File: config.mk
export PLATFORM = sky130hd
export DESIGN_NAME = fp_cvt_top
export DESIGN_NICKNAME = d
export VERILOG_FILES = /design/src/design/fp_cvt_pkg.sv /design/src/design/fp_cvt_top.sv /design/src/design/fp_cvt_round.sv /design/src/design/fp_cvt_buffer.sv /design/src/design/fp_cvt_unpack.sv
export VERILOG_INCLUDE_DIRS = /design/src /design/src/design
export SDC_FILE = /design/constraint.sdc
export NUM_CORES = 1
export LEC_CHECK = 0
export ABC_AREA = 1
export BUFFER_PORTS_ARGS = -buffer_cell sky130_fd_sc_hd__buf_2
export CAP_MARGIN = 10
export CORE_ASPECT_RATIO = 2
export CORE_UTILIZATION = 30
export CTS_BUF_LIST = sky130_fd_sc_hd__clkbuf_8
export DETAILED_ROUTE_END_ITERATION = 8
export SKIP_LAST_GASP = 1
export SLEW_MARGIN = 20
export SYNTH_ARGS = -nofsm -noshare
export SYNTH_HDL_FRONTEND = slang
export SYNTH_SLANG_ARGS = --single-unit
File: constraint.sdc
create_clock -name clk -period 5.4 [get_ports clk]
set_input_delay 0.81 -clock clk [delete_from_list [all_inputs] [get_ports clk]]
set_output_delay 0.81 -clock clk [all_outputs]
set_load 0.02 [all_outputs]
File: src/design/fp_cvt_cfg.svh
/*
 * FP conversion unit configuration
 * Buffer depth, credit counts and single-precision format constants
 */
`ifndef FP_CVT_CFG_SVH
`define FP_CVT_CFG_SVH

// --------------------------------------------------
// Flow control
// --------------------------------------------------

// Intermediate FIFO entries and upstream credits after reset
`define CVT_BUF_DEPTH 4

// Downstream credits held after reset
`define CVT_RSP_CREDITS 2

// Width of credit and occupancy counters
`define CVT_CREDIT_W 3

// --------------------------------------------------
// Single-precision format
// --------------------------------------------------
`define CVT_BIAS 127
`define CVT_EXP_W 8
`define CVT_MAN_W 23

`endif
File: src/design/fp_cvt_pkg.sv
/*
 * FP conversion unit types
 * Operation and rounding enums plus the request, pipeline and response structs
 */
`include "fp_cvt_cfg.svh"

package fp_cvt_pkg;

  // Conversion operations
  typedef enum logic [1:0] {
    cvt_w_s  = 2'd0,
    cvt_wu_s = 2'd1,
    cvt_s_w  = 2'd2,
    cvt_s_wu = 2'd3
  } cvt_op_e;

  // IEEE rounding modes where codes 5 to 7 behave as rtz
  typedef enum logic [2:0] {
    rm_rne = 3'd0,
    rm_rtz = 3'd1,
    rm_rdn = 3'd2,
    rm_rup = 3'd3,
    rm_rmm = 3'd4
  } round_mode_e;

  typedef struct packed {
    logic nv;
    logic nx;
  } cvt_flags_t;

  // Operand holds an integer or a float depending on op
  typedef struct packed {
    cvt_op_e     op;
    round_mode_e rm;
    logic [31:0] operand;
  } cvt_req_t;

  // Producer to consumer record
  typedef struct packed {
    logic                  to_float;
    round_mode_e           rm;
    logic                  sign;
    logic [`CVT_EXP_W-1:0] exp;
    logic [`CVT_MAN_W-1:0] man;
    logic                  guard;
    logic                  round;
    logic                  sticky;
    logic [31:0]           int_value;
    cvt_flags_t            flags;
  } cvt_mid_t;

  typedef struct packed {
    logic [31:0] result;
    cvt_flags_t  flags;
  } cvt_rsp_t;

endpackage

File: src/design/fp_cvt_top.sv
/*
 * FP conversion unit top level
 * Producer, intermediate FIFO and consumer with credit flow control
 */
`timescale 1ns/1ps

module fp_cvt_top import fp_cvt_pkg::*; (
  input  logic     clk,
  input  logic     reset_n,
  input  logic     req_valid,
  input  cvt_req_t req,
  output logic     req_credit,
  output logic     rsp_valid,
  output cvt_rsp_t rsp,
  input  logic     rsp_credit
);

  // Producer to FIFO
  logic     mid_valid;
  cvt_mid_t mid;

  // FIFO to consumer
  logic     head_valid;
  cvt_mid_t head;
  logic     pop;

  fp_cvt_unpack u_unpack (
    .clk       (clk),
    .reset_n   (reset_n),
    .req_valid (req_valid),
    .req       (req),
    .mid_valid (mid_valid),
    .mid       (mid)
  );

  fp_cvt_buffer u_buffer (
    .clk        (clk),
    .reset_n    (reset_n),
    .push       (mid_valid),
    .push_data  (mid),
    .head_valid (head_valid),
    .head       (head),
    .pop        (pop),
    .req_credit (req_credit)
  );

  fp_cvt_round u_round (
    .clk        (clk),
    .reset_n    (reset_n),
    .head_valid (head_valid),
    .head       (head),
    .pop        (pop),
    .rsp_credit (rsp_credit),
    .rsp_valid  (rsp_valid),
    .rsp        (rsp)
  );

endmodule

File: src/design/fp_cvt_round.sv
/*
 * FP conversion consumer stage
 * Rounds and packs integer-to-float results and sends responses under credits
 */
`timescale 1ns/1ps
`include "fp_cvt_cfg.svh"

module fp_cvt_round import fp_cvt_pkg::*; (
  input  logic     clk,
  input  logic     reset_n,
  input  logic     head_valid,
  input  cvt_mid_t head,
  output logic     pop,
  input  logic     rsp_credit,
  output logic     rsp_valid,
  output cvt_rsp_t rsp
);

  localparam logic [`CVT_CREDIT_W-1:0] CREDITS_INIT = `CVT_RSP_CREDITS;

  logic [`CVT_CREDIT_W-1:0] credits;
  logic                     any_lost;
  logic                     round_up;
  logic [30:0]              mag_rounded;
  cvt_rsp_t                 rsp_d;

  // Accept the head only while a downstream credit is held
  assign pop = head_valid && (credits != '0);

  // --------------------------------------------------
  // Rounding decision
  // --------------------------------------------------
  assign any_lost = head.guard | head.round | head.sticky;

  always_comb begin
    case (head.rm)
      rm_rne:  round_up = head.guard && (head.round || head.sticky || head.man[0]);
      rm_rtz:  round_up = 1'b0;
      rm_rdn:  round_up = head.sign && any_lost;
      rm_rup:  round_up = !head.sign && any_lost;
      rm_rmm:  round_up = head.guard;
      default: round_up = 1'b0;
    endcase
  end

  // A full mantissa carries straight into the exponent field
  assign mag_rounded = {head.exp, head.man} + {30'd0, round_up};

  always_comb begin
    if (head.to_float) begin
      rsp_d.result   = {head.sign, mag_rounded};
      rsp_d.flags.nv = 1'b0;
      rsp_d.flags.nx = any_lost;
    end else begin
      rsp_d.result = head.int_value;
      rsp_d.flags  = head.flags;
    end
  end

  // --------------------------------------------------
  // Credits and response register
  // --------------------------------------------------
  always_ff @(posedge clk or negedge reset_n) begin
    if (!reset_n) begin
      credits   <= CREDITS_INIT;
      rsp_valid <= 1'b0;
    end else begin
      case ({pop, rsp_credit})
        2'b10:   credits <= credits - 1'b1;
        2'b01:   credits <= credits + 1'b1;
        default: credits <= credits;
      endcase
      rsp_valid <= pop;
    end
  end

  always_ff @(posedge clk) begin
    if (pop) begin
      rsp <= rsp_d;
    end
  end

  // Downstream never returns more credits than it was given
  a_credit_bound: assert property (@(posedge clk) disable iff (!reset_n)
    credits <= CREDITS_INIT);

endmodule

File: src/design/fp_cvt_buffer.sv
/*
 * FP conversion intermediate FIFO
 * Returns one request credit upstream for every entry popped
 */
`timescale 1ns/1ps
`include "fp_cvt_cfg.svh"

module fp_cvt_buffer import fp_cvt_pkg::*; (
  input  logic     clk,
  input  logic     reset_n,
  input  logic     push,
  input  cvt_mid_t push_data,
  output logic     head_valid,
  output cvt_mid_t head,
  input  logic     pop,
  output logic     req_credit
);

  localparam int PTR_W = $clog2(`CVT_BUF_DEPTH);
  localparam logic [PTR_W-1:0] LAST = PTR_W'(`CVT_BUF_DEPTH - 1);
  localparam logic [`CVT_CREDIT_W-1:0] DEPTH = `CVT_BUF_DEPTH;

  cvt_mid_t                 mem [`CVT_BUF_DEPTH];
  logic [PTR_W-1:0]         wr_ptr;
  logic [PTR_W-1:0]         rd_ptr;
  logic [`CVT_CREDIT_W-1:0] count;
  logic                     full;

  assign full       = (count == DEPTH);
  assign head_valid = (count != '0);
  assign head       = mem[rd_ptr];

  // Storage
  always_ff @(posedge clk) begin
    if (push) begin
      mem[wr_ptr] <= push_data;
    end
  end

  // --------------------------------------------------
  // Pointers, occupancy and credit return
  // --------------------------------------------------
  always_ff @(posedge clk or negedge reset_n) begin
    if (!reset_n) begin
      wr_ptr     <= '0;
      rd_ptr     <= '0;
      count      <= '0;
      req_credit <= 1'b0;
    end else begin
      if (push) begin
        wr_ptr <= (wr_ptr == LAST) ? '0 : wr_ptr + 1'b1;
      end
      if (pop) begin
        rd_ptr <= (rd_ptr == LAST) ? '0 : rd_ptr + 1'b1;
      end
      case ({push, pop})
        2'b10:   count <= count + 1'b1;
        2'b01:   count <= count - 1'b1;
        default: count <= count;
      endcase
      // One credit pulse per freed slot
      req_credit <= pop;
    end
  end

  // Upstream credits must keep pushes away from a full FIFO
  a_no_push_full: assert property (@(posedge clk) disable iff (!reset_n)
    push |-> !full);

  // Consumer only pops a valid head
  a_no_pop_empty: assert property (@(posedge clk) disable iff (!reset_n)
    pop |-> head_valid);

endmodule

File: src/design/fp_cvt_unpack.sv
/*
 * FP conversion producer stage
 * Finishes float-to-integer, normalizes integers for the rounding stage
 */
`timescale 1ns/1ps
`include "fp_cvt_cfg.svh"

module fp_cvt_unpack import fp_cvt_pkg::*; (
  input  logic     clk,
  input  logic     reset_n,
  input  logic     req_valid,
  input  cvt_req_t req,
  output logic     mid_valid,
  output cvt_mid_t mid
);

  localparam logic signed [9:0] BIAS = `CVT_BIAS;
  localparam logic [`CVT_EXP_W-1:0] EXP_TOP = `CVT_BIAS + 31;

  // Float operand fields
  logic                  f_sign;
  logic [`CVT_EXP_W-1:0] f_exp;
  logic [`CVT_MAN_W-1:0] f_man;
  logic                  f_nan;
  logic                  f_inf;
  logic                  f_zero;
  logic signed [9:0]     f_unb;
  logic [4:0]            f_shamt;
  logic [63:0]           f_fix;
  logic [31:0]           f_mag;
  logic                  f_lost;
  logic [31:0]           sat_pos;
  logic [31:0]           sat_neg;
  logic                  is_w;

  // Integer operand
  logic        i_neg;
  logic [31:0] i_mag;
  logic [4:0]  i_lz;
  logic [31:0] i_norm;

  logic     to_float;
  cvt_mid_t mid_d;

  // Priority encoder where the highest set bit wins
  function automatic logic [4:0] count_lz(input logic [31:0] value);
    logic [4:0] lz;
    lz = 5'd0;
    for (int i = 0; i < 32; i++) begin
      if (value[i]) begin
        lz = 5'(31 - i);
      end
    end
    return lz;
  endfunction

  assign to_float = (req.op == cvt_s_w) || (req.op == cvt_s_wu);
  assign is_w     = (req.op == cvt_w_s);

  // --------------------------------------------------
  // Float to integer
  // --------------------------------------------------
  assign f_sign = req.operand[31];
  assign f_exp  = req.operand[30:23];
  assign f_man  = req.operand[22:0];
  assign f_nan  = (f_exp == '1) && (f_man != '0);
  assign f_inf  = (f_exp == '1) && (f_man == '0);
  assign f_zero = (req.operand[30:0] == '0);
  assign f_unb  = $signed({2'b00, f_exp}) - BIAS;

  // Leading one sits at bit 63 so the integer part lands in the upper word
  assign f_shamt = 5'd31 - f_unb[4:0];
  assign f_fix   = {1'b1, f_man, 40'd0} >> f_shamt;
  assign f_mag   = f_fix[63:32];
  assign f_lost  = |f_fix[31:0];

  assign sat_pos = is_w ? 32'h7FFF_FFFF : 32'hFFFF_FFFF;
  assign sat_neg = is_w ? 32'h8000_0000 : 32'h0000_0000;

  // --------------------------------------------------
  // Integer to float
  // --------------------------------------------------
  assign i_neg  = (req.op == cvt_s_w) && req.operand[31];
  assign i_mag  = i_neg ? -req.operand : req.operand;
  assign i_lz   = count_lz(i_mag);
  assign i_norm = i_mag << i_lz;

  always_comb begin
    mid_d          = '0;
    mid_d.to_float = to_float;
    mid_d.rm       = req.rm;
    if (to_float) begin
      // Zero input leaves everything clear and packs as +0.0
      if (i_mag != '0) begin
        mid_d.sign   = i_neg;
        mid_d.exp    = EXP_TOP - {3'b000, i_lz};
        mid_d.man    = i_norm[30:8];
        mid_d.guard  = i_norm[7];
        mid_d.round  = i_norm[6];
        mid_d.sticky = |i_norm[5:0];
      end
    end else if (f_nan) begin
      mid_d.int_value = sat_pos;
      mid_d.flags.nv  = 1'b1;
    end else if (f_inf) begin
      mid_d.int_value = f_sign ? sat_neg : sat_pos;
      mid_d.flags.nv  = 1'b1;
    end else if (f_zero) begin
      mid_d.int_value = '0;
    end else if (f_unb < 0) begin
      // Magnitude below one truncates to zero
      mid_d.flags.nx = 1'b1;
    end else if (is_w) begin
      // Exactly -2^31 is still representable
      if ((f_unb > 30) && !(f_sign && (f_unb == 31) && (f_man == '0))) begin
        mid_d.int_value = f_sign ? sat_neg : sat_pos;
        mid_d.flags.nv  = 1'b1;
      end else begin
        mid_d.int_value = f_sign ? -f_mag : f_mag;
        mid_d.flags.nx  = f_lost;
      end
    end else if (f_sign) begin
      mid_d.flags.nv = 1'b1;
    end else if (f_unb > 31) begin
      mid_d.int_value = sat_pos;
      mid_d.flags.nv  = 1'b1;
    end else begin
      mid_d.int_value = f_mag;
      mid_d.flags.nx  = f_lost;
    end
  end

  always_ff @(posedge clk or negedge reset_n) begin
    if (!reset_n) begin
      mid_valid <= 1'b0;
    end else begin
      mid_valid <= req_valid;
    end
  end

  always_ff @(posedge clk) begin
    if (req_valid) begin
      mid <= mid_d;
    end
  end

  a_mid_valid_known: assert property (@(posedge clk) disable iff (!reset_n)
    !$isunknown(mid_valid));

endmodule

==> run summary, run 1 <==
status: finished clean
synth top area cells: edfxtp_1, nand2_1, o21ai_0
initial antenna violation count: 3
critical path launch point type: register
Post-Syn Nets: 2,454
area of the core: 72,700 um2
CP Capture Type: register
Worst Hold Class: primary input to asynchronous set/reset pin
Syn Std Cell Area: 22,000 um2
final setup fails: 0
syn avg cell area: 9.20 um2
Synth cell types: 65
CTS sink count: 411
Filler Cell Count: 7,420
die width: 194 um
initial core utilization: 0.303
layout cell share with drive strength beyond 1: 0.124
static leakage: 9.29 nW
last weighted congestion value of the routability-driven placer: 0.960
NetSw: 4.55 mW
Mapped Cells: 2,395
crit path kind: register to register
RSZ-0062 raised after global routing: no
Slew @ Worst Pin: 1.09 ns
setup slack after layout: 0.392 ns
Overflow after GRT: 0
port buffer count: 76
yosys warns: 0
Main synth FF type: edfxtp_1
Buf/Inv on CP: 4
normalized max-slew margin: 0.272
Seq cells post-synth: 411
drt total wl: 63,500 um
Pwr per Cell Area: 454 nW/um2
Net Sw Frac: 0.409
Root Buffer: clkbuf_8
EDFF count, synth: 399
dpl ws: 0.201 ns
total die area: 74,600 um2
skew final: 0.0274 ns
Tcrit/Tclk final: 0.927
FFs w/ async S/R, synth: 0.0292
first-pass GRT wire length: 96,900 um
Logic pwr share: 0.393
critical path's slowest cell: dfrtp_4
post-route DRC violation count: 0
Clock Latency Late Sink: 0.65 ns
Worst Path Arrival: 5.42 ns
register area: 12,300 um2
Setup TNS Final: 0 ns
peak supply drop: 238 uV
power share of the clock group: 0.197
gr usage total: 0.167
largest net degree at the start of global routing: 127
Hold Vio Cnt, Final: 0
dpl hpwl: 46,000 um
vias in the first global route: 17.0k
Seq/Total Area, Yosys: 0.558
clock tree buffer depth: 3
fin crit period: 5.01 ns
multi-input combinational cell area: 8450 um2
f_max: 200 MHz
Critical Path, Cell by Cell: inv_4 -> nor3_1 -> o31ai_1 -> buf_4 -> nor2_1 -> o41ai_1 -> ha_1 -> ha_1 -> nand2_1 -> nor2_1 -> inv_1 -> nor3_1 -> nand4_1 -> nor3_1 -> nand4_1 -> nor4_1 -> nand4_1 -> xnor2_1 -> buf_4 -> nor2_1 -> a31oi_1
Final Max Tran Viols: 0
CTS tree: done
via count: 17.4k
Post-CTS Resized: 0
die height: 385 um
Hold Buf Count CTS: 0
largest area contributor in the netlist: edfxtp_1
Synth top area share: 0.544
total CTS buffers: 53
clock-pin slew on the worst setup and hold paths: 0.07 ns
Post-DRT Antenna Nets: 0
final net count: 2,524
Via density: 5.08
Critical Path RT: 5.81 ns
P_int: 6.56 mW
per-cell routed wire length: 18.5 um
crit path max fanout: 20
DR pass1 iterations: 5
max incr delay on CP: 0.58 ns
Max Cap Viol: 0
io pins: 77
row count: 140
drt first-iter violations: 1,102
Crit path max-delay family: simple AND/OR/NAND/NOR gates
Area Growth Syn to Fin: 11.1%
Post-CTS Setup Inserts: 0
CTS H-tree lvls: 2
Seq pwr share: 0.410
==> synth_stat cells, types with 2 or more instances <==
cell type,count
buf_1,14
nand4_2,2
nand3b_1,3
a311oi_1,4
clkbuf_1,65
buf_2,32
inv_1,139
a32oi_1,16
nor4_1,7
clkinv_1,5
nor2_1,283
o41ai_1,2
xor2_1,43
o21ai_2,10
mux2i_1,11
nand2_1,511
nand3_2,5
or2_1,2
o31ai_1,8
fa_1,2
o21a_1,6
nor2_4,3
xnor2_1,11
nor2_2,10
edfxtp_1,399
a31oi_1,21
o211ai_1,5
nand3_1,197
buf_6,11
ha_1,16
a21oi_1,96
o22ai_1,47
nand4_1,28
o21ai_0,215
nor4_2,2
buf_4,12
nor3_2,8
nor3_1,29
inv_2,18
nand2_2,8
o21ai_1,50
xor2_2,3
a32o_1,3
dfrtp_1,11
or2_2,2
==> logic make-up after synthesis <==
kind of cell               after synthesis  share of synthesized area
DFF                                    411                      0.558
muxes                                   12                    0.00551
xor gates and xnor gates                57                     0.0237
buffers and inverters                  298                     0.0586
AOI/OAI and AO/OA                      491                      0.125
adders and majority gates               18                     0.0109
and+or+nand+nor                       1108                      0.218
==> worst register-to-register path, stage by stage (launching register included) <==
cell	delay, ns
dfrtp_4	0.58
inv_4	0.24
nor3_1	0.10
o31ai_1	0.24
buf_4	0.18
nor2_1	0.07
o41ai_1	0.39
ha_1	0.27
ha_1	0.21
nand2_1	0.09
nor2_1	0.21
inv_1	0.09
nor3_1	0.24
nand4_1	0.19
nor3_1	0.18
nand4_1	0.13
nor4_1	0.34
nand4_1	0.28
xnor2_1	0.22
buf_4	0.17
nor2_1	0.05
a31oi_1	0.32
==> power groups by stage <==
stage	clock, mW	sequential, mW	combinational, mW
6_report	2.19	4.56	4.36
2_1_floorplan	0	4.74	2.63
3_3_place_gp	0	4.62	4.37
5_1_grt	2.35	4.61	4.78
4_1_cts	2.24	4.56	4.42
3_5_place_dp	0	4.63	4.41
==> per-stage QoR <==
stage                     area, um2  std cells   util  power [mW]  hold WS, ns
after floorplan               22000       2395      -        7.37        0.446
after global placement        23500       3333  0.323        8.99        0.463
after detailed placement      23500       3333  0.323        9.04        0.464
after CTS                     24500       3432  0.337        11.2       0.0430
after global routing          24500       3433  0.337        11.7       0.0692
final                         24500       3434  0.337        11.1       0.0673
==> metal layers <==
layer / track usage / wire [um] / vias to the layer above / share of wire
met5: 0 / 0 / - / 0
met4: 0.108 / 4220 / 0 / 0.066
met3: 0.0153 / 2230 / 184 / 0.035
met2: 0.318 / 33400 / 489 / 0.53
met1: 0.175 / 23600 / 8272 / 0.37
li1: - / - / 8489 / -
==> area by class of cell <==
type | instances | share of cell area
sequential | 411 | 0.502
inverter | 164 | 0.0256
tap | 923 | 0.0472
clock buffer | 55 | 0.0309
multi-input combinational | 1686 | 0.345
clock inverter | 44 | 0.0101
timing repair buffer | 149 | 0.0385
antenna | 2 | 0.000204
==> registers in the layout, indices dropped and copies added, names as in the netlist <==
register,flops
u_buffer.count,3
u_buffer.mem,292
u_buffer.rd_ptr,2
u_buffer.wr_ptr,2
u_round.credits,3
u_round.rsp,34
u_round.rsp_valid,1
u_unpack.mid,73
u_unpack.mid_valid,1
==> final timing paths <==
| check | endpoint | cells past startpoint | start | slack [ns] |
|---|---|---|---|---|
| setup / recovery | u_round.rsp[26] | 21 | u_buffer.rd_ptr[0] | 0.39 |
| hold / removal | u_round.credits[0] | 1 | reset_n | 0.07 |
| setup reg to reg | u_round.rsp[26] | 21 | u_buffer.rd_ptr[0] | 0.39 |
| hold reg to reg | u_buffer.count[0] | 1 | u_buffer.count[0] | 0.48 |
| max in group asynchronous | u_round.credits[1] | 1 | reset_n | 5.05 |
| min in group clk | u_unpack.mid[71] | 1 | req[34] | 0.37 |
==> layout by cell type, fill, tap and decap left out, types with 47 or more instances in the layout <==
cell type	instances
o21ai_0	215
o21ai_1	50
clkbuf_8	55
o22ai_1	47
edfxtp_1	399
nand3_1	197
nand2_1	510
inv_1	148
buf_2	75
nor2_1	283
a21oi_1	96
buf_4	73
Note: power is estimated with default switching activity, not from simulation.
==> inputs of run 2 (changes only) <==
==> constraint.sdc (replaced) <==
create_clock -name clk -period 4.7 [get_ports clk]
set_input_delay 0.705 -clock clk [delete_from_list [all_inputs] [get_ports clk]]
set_output_delay 0.705 -clock clk [all_outputs]
set_load 0.02 [all_outputs]
==> run 2 against run 1 <==
Net effect: sequential share of layout area fell by 2.4 points; clock power rose by 22%; utilization rose by 1.7 points; largest cell class unchanged.
==> run summary, run 2 (same netlist as run 1, synthesis figures left out) <==
Root Buffer: clkbuf_8
area of the core: 72,700 um2
Overflow after GRT: 0
total die area: 74,600 um2
grt met2 use: 0.322
vias in the first global route: 17.4k
CTS tree: done
design area: 25,700 um2
Worst Path Arrival: 4.71 ns
static leakage: 9.99 nW
post-route insts no fill: 3,557
drt total wl: 64,300 um
placed instance count: 3,451
Worst Hold Endpoint: u_unpack.mid[70]
via count: 17.7k
largest net degree at the start of global routing: 49
CP Capture Type: register
CTS H-tree lvls: 2
clock tree buffer depth: 3
skew final: 0.0224 ns
final net count: 2,651
Top reg by flops: u_buffer.mem
Final Max Tran Viols: 0
layout cell share with drive strength beyond 1: 0.174
crit path max fanout: 12
Tcrit/Tclk final: 0.928
Placed Area: 24,500 um2
CTS sink count: 411
clock-pin slew on the worst setup and hold paths: 0.07 ns
R2R Path End: u_round.rsp[30]
Via density: 4.99
Setup TNS Final: 0 ns
Top Usage Layer GRT: met2
hold slack: 0.266 ns
grt met3 use: 0.0157
reg2reg setup slack: 0.34 ns
normalized max-slew margin: 0.409
total CTS buffers: 51
first-pass GRT wire length: 98,100 um
io pins: 77
Critical Path RT: 5.05 ns
drt first-iter violations: 1,133
Min-Delay Startpoint: req[33]
die width: 194 um
max reg flops: 292
met1 Usage GRT: 0.175
crit path kind: register to register
Clock Latency Late Sink: 0.64 ns
Max Cap Viol: 0
Pwr per Cell Area: 521 nW/um2
f_max: 229 MHz
status: finished clean
critical path launch point type: register
last weighted congestion value of the routability-driven placer: 0.935
R2R depth: 23
dpl hpwl: 47,600 um
post-route DRC violation count: 0
port buffer count: 76
Post-DRT Antenna Nets: 0
peak supply drop: 275 uV
commonest non-fill, non-tap cell in the layout: nand2_1
Area Growth Syn to Fin: 16.7%
initial antenna violation count: 5
DR pass1 iterations: 5
reg-to-reg critical path startpoint: u_buffer.rd_ptr[0]
row count: 140
gr usage total: 0.170
final setup fails: 0
Worst Hold Class: primary input to register
per-cell routed wire length: 18.1 um
initial core utilization: 0.303
Largest regs: u_buffer.mem x292, u_unpack.mid x73, u_round.rsp x34
die height: 385 um
most frequent cells in the layout: nand2_1, edfxtp_1, nor2_1
hold depth: 1
Slew @ Worst Pin: 0.886 ns
Hold Vio Cnt, Final: 0
fin crit period: 4.36 ns
## run 2: area by class of cell
class / count / area (um2)
fill: 7325 / 47000
sequential: 411 / 12300
multi-input combinational: 1686 / 8550
timing repair buffer: 278 / 2020
tap: 923 / 1150
clock buffer: 54 / 743
inverter: 164 / 627
clock inverter: 39 / 320
antenna: 2 / 5.00
## run 2: worst max-delay path: stages, from the launching register on
cell and delay [ns]:
dfrtp_4 0.52, inv_4 0.12, buf_12 0.14, nand2_1 0.07, a32o_1 0.25, xnor2_1 0.14, inv_1 0.06, o41ai_2 0.22
ha_2 0.28, ha_4 0.16, nand2_1 0.08, nor2_2 0.11, inv_1 0.07, nor3_2 0.22, nand4_1 0.17, nor3_2 0.19
nand4_1 0.15, nor4_2 0.32, nand4_1 0.24, buf_4 0.23, nor2_2 0.08, xor2_1 0.07, nand2_1 0.08, nand2_2 0.11
## run 2: metrics by stage
stage	setup WS, ns	util	power, mW
2_1_floorplan	0.00217	-	8.55
3_3_place_gp	-0.107	0.337	10.7
3_5_place_dp	-0.104	0.337	10.7
4_1_cts	0.0994	0.351	13.4
5_1_grt	-0.0320	0.354	14.2
6_report	0.339	0.354	13.4
## run 2: layer usage
layer | vias up | share of wire
met2 | 475 | 0.52
li1 | 8740 | -
met3 | 179 | 0.034
met1 | 8349 | 0.37
met5 | - | 0.00033
met4 | 4 | 0.071
## run 2: what timing repair did
action,4_1_cts,5_1_grt
hold endpoints to repair,11,0
buffers inserted,0,9
setup endpoints to repair,0,7
gates resized for setup,0,15
hold buffers,1,0
## run 2: worst max-delay path by stage
stage,to,startpoint,slack (ns),depth (start not counted)
final,u_round.rsp[30],u_buffer.rd_ptr[0],0.34,23
after global routing,u_round.rsp[30],u_buffer.rd_ptr[0],-0.03,23
after CTS,u_round.rsp[25],u_buffer.rd_ptr[0],0.1,22
after detailed placement,u_unpack.mid[45],req[1],-0.10,29
after global placement,u_unpack.mid[45],req[0],-0.11,29
after floorplan,u_round.rsp[31],u_buffer.rd_ptr[0],0.002,25
## run 2: power by group
part / switching [mW] / total (mW) / internal (mW)
registers: 0.247 / 5.23 / 4.98
logic: 3.76 / 5.49 / 1.73
clock network: 1.32 / 2.68 / 1.36
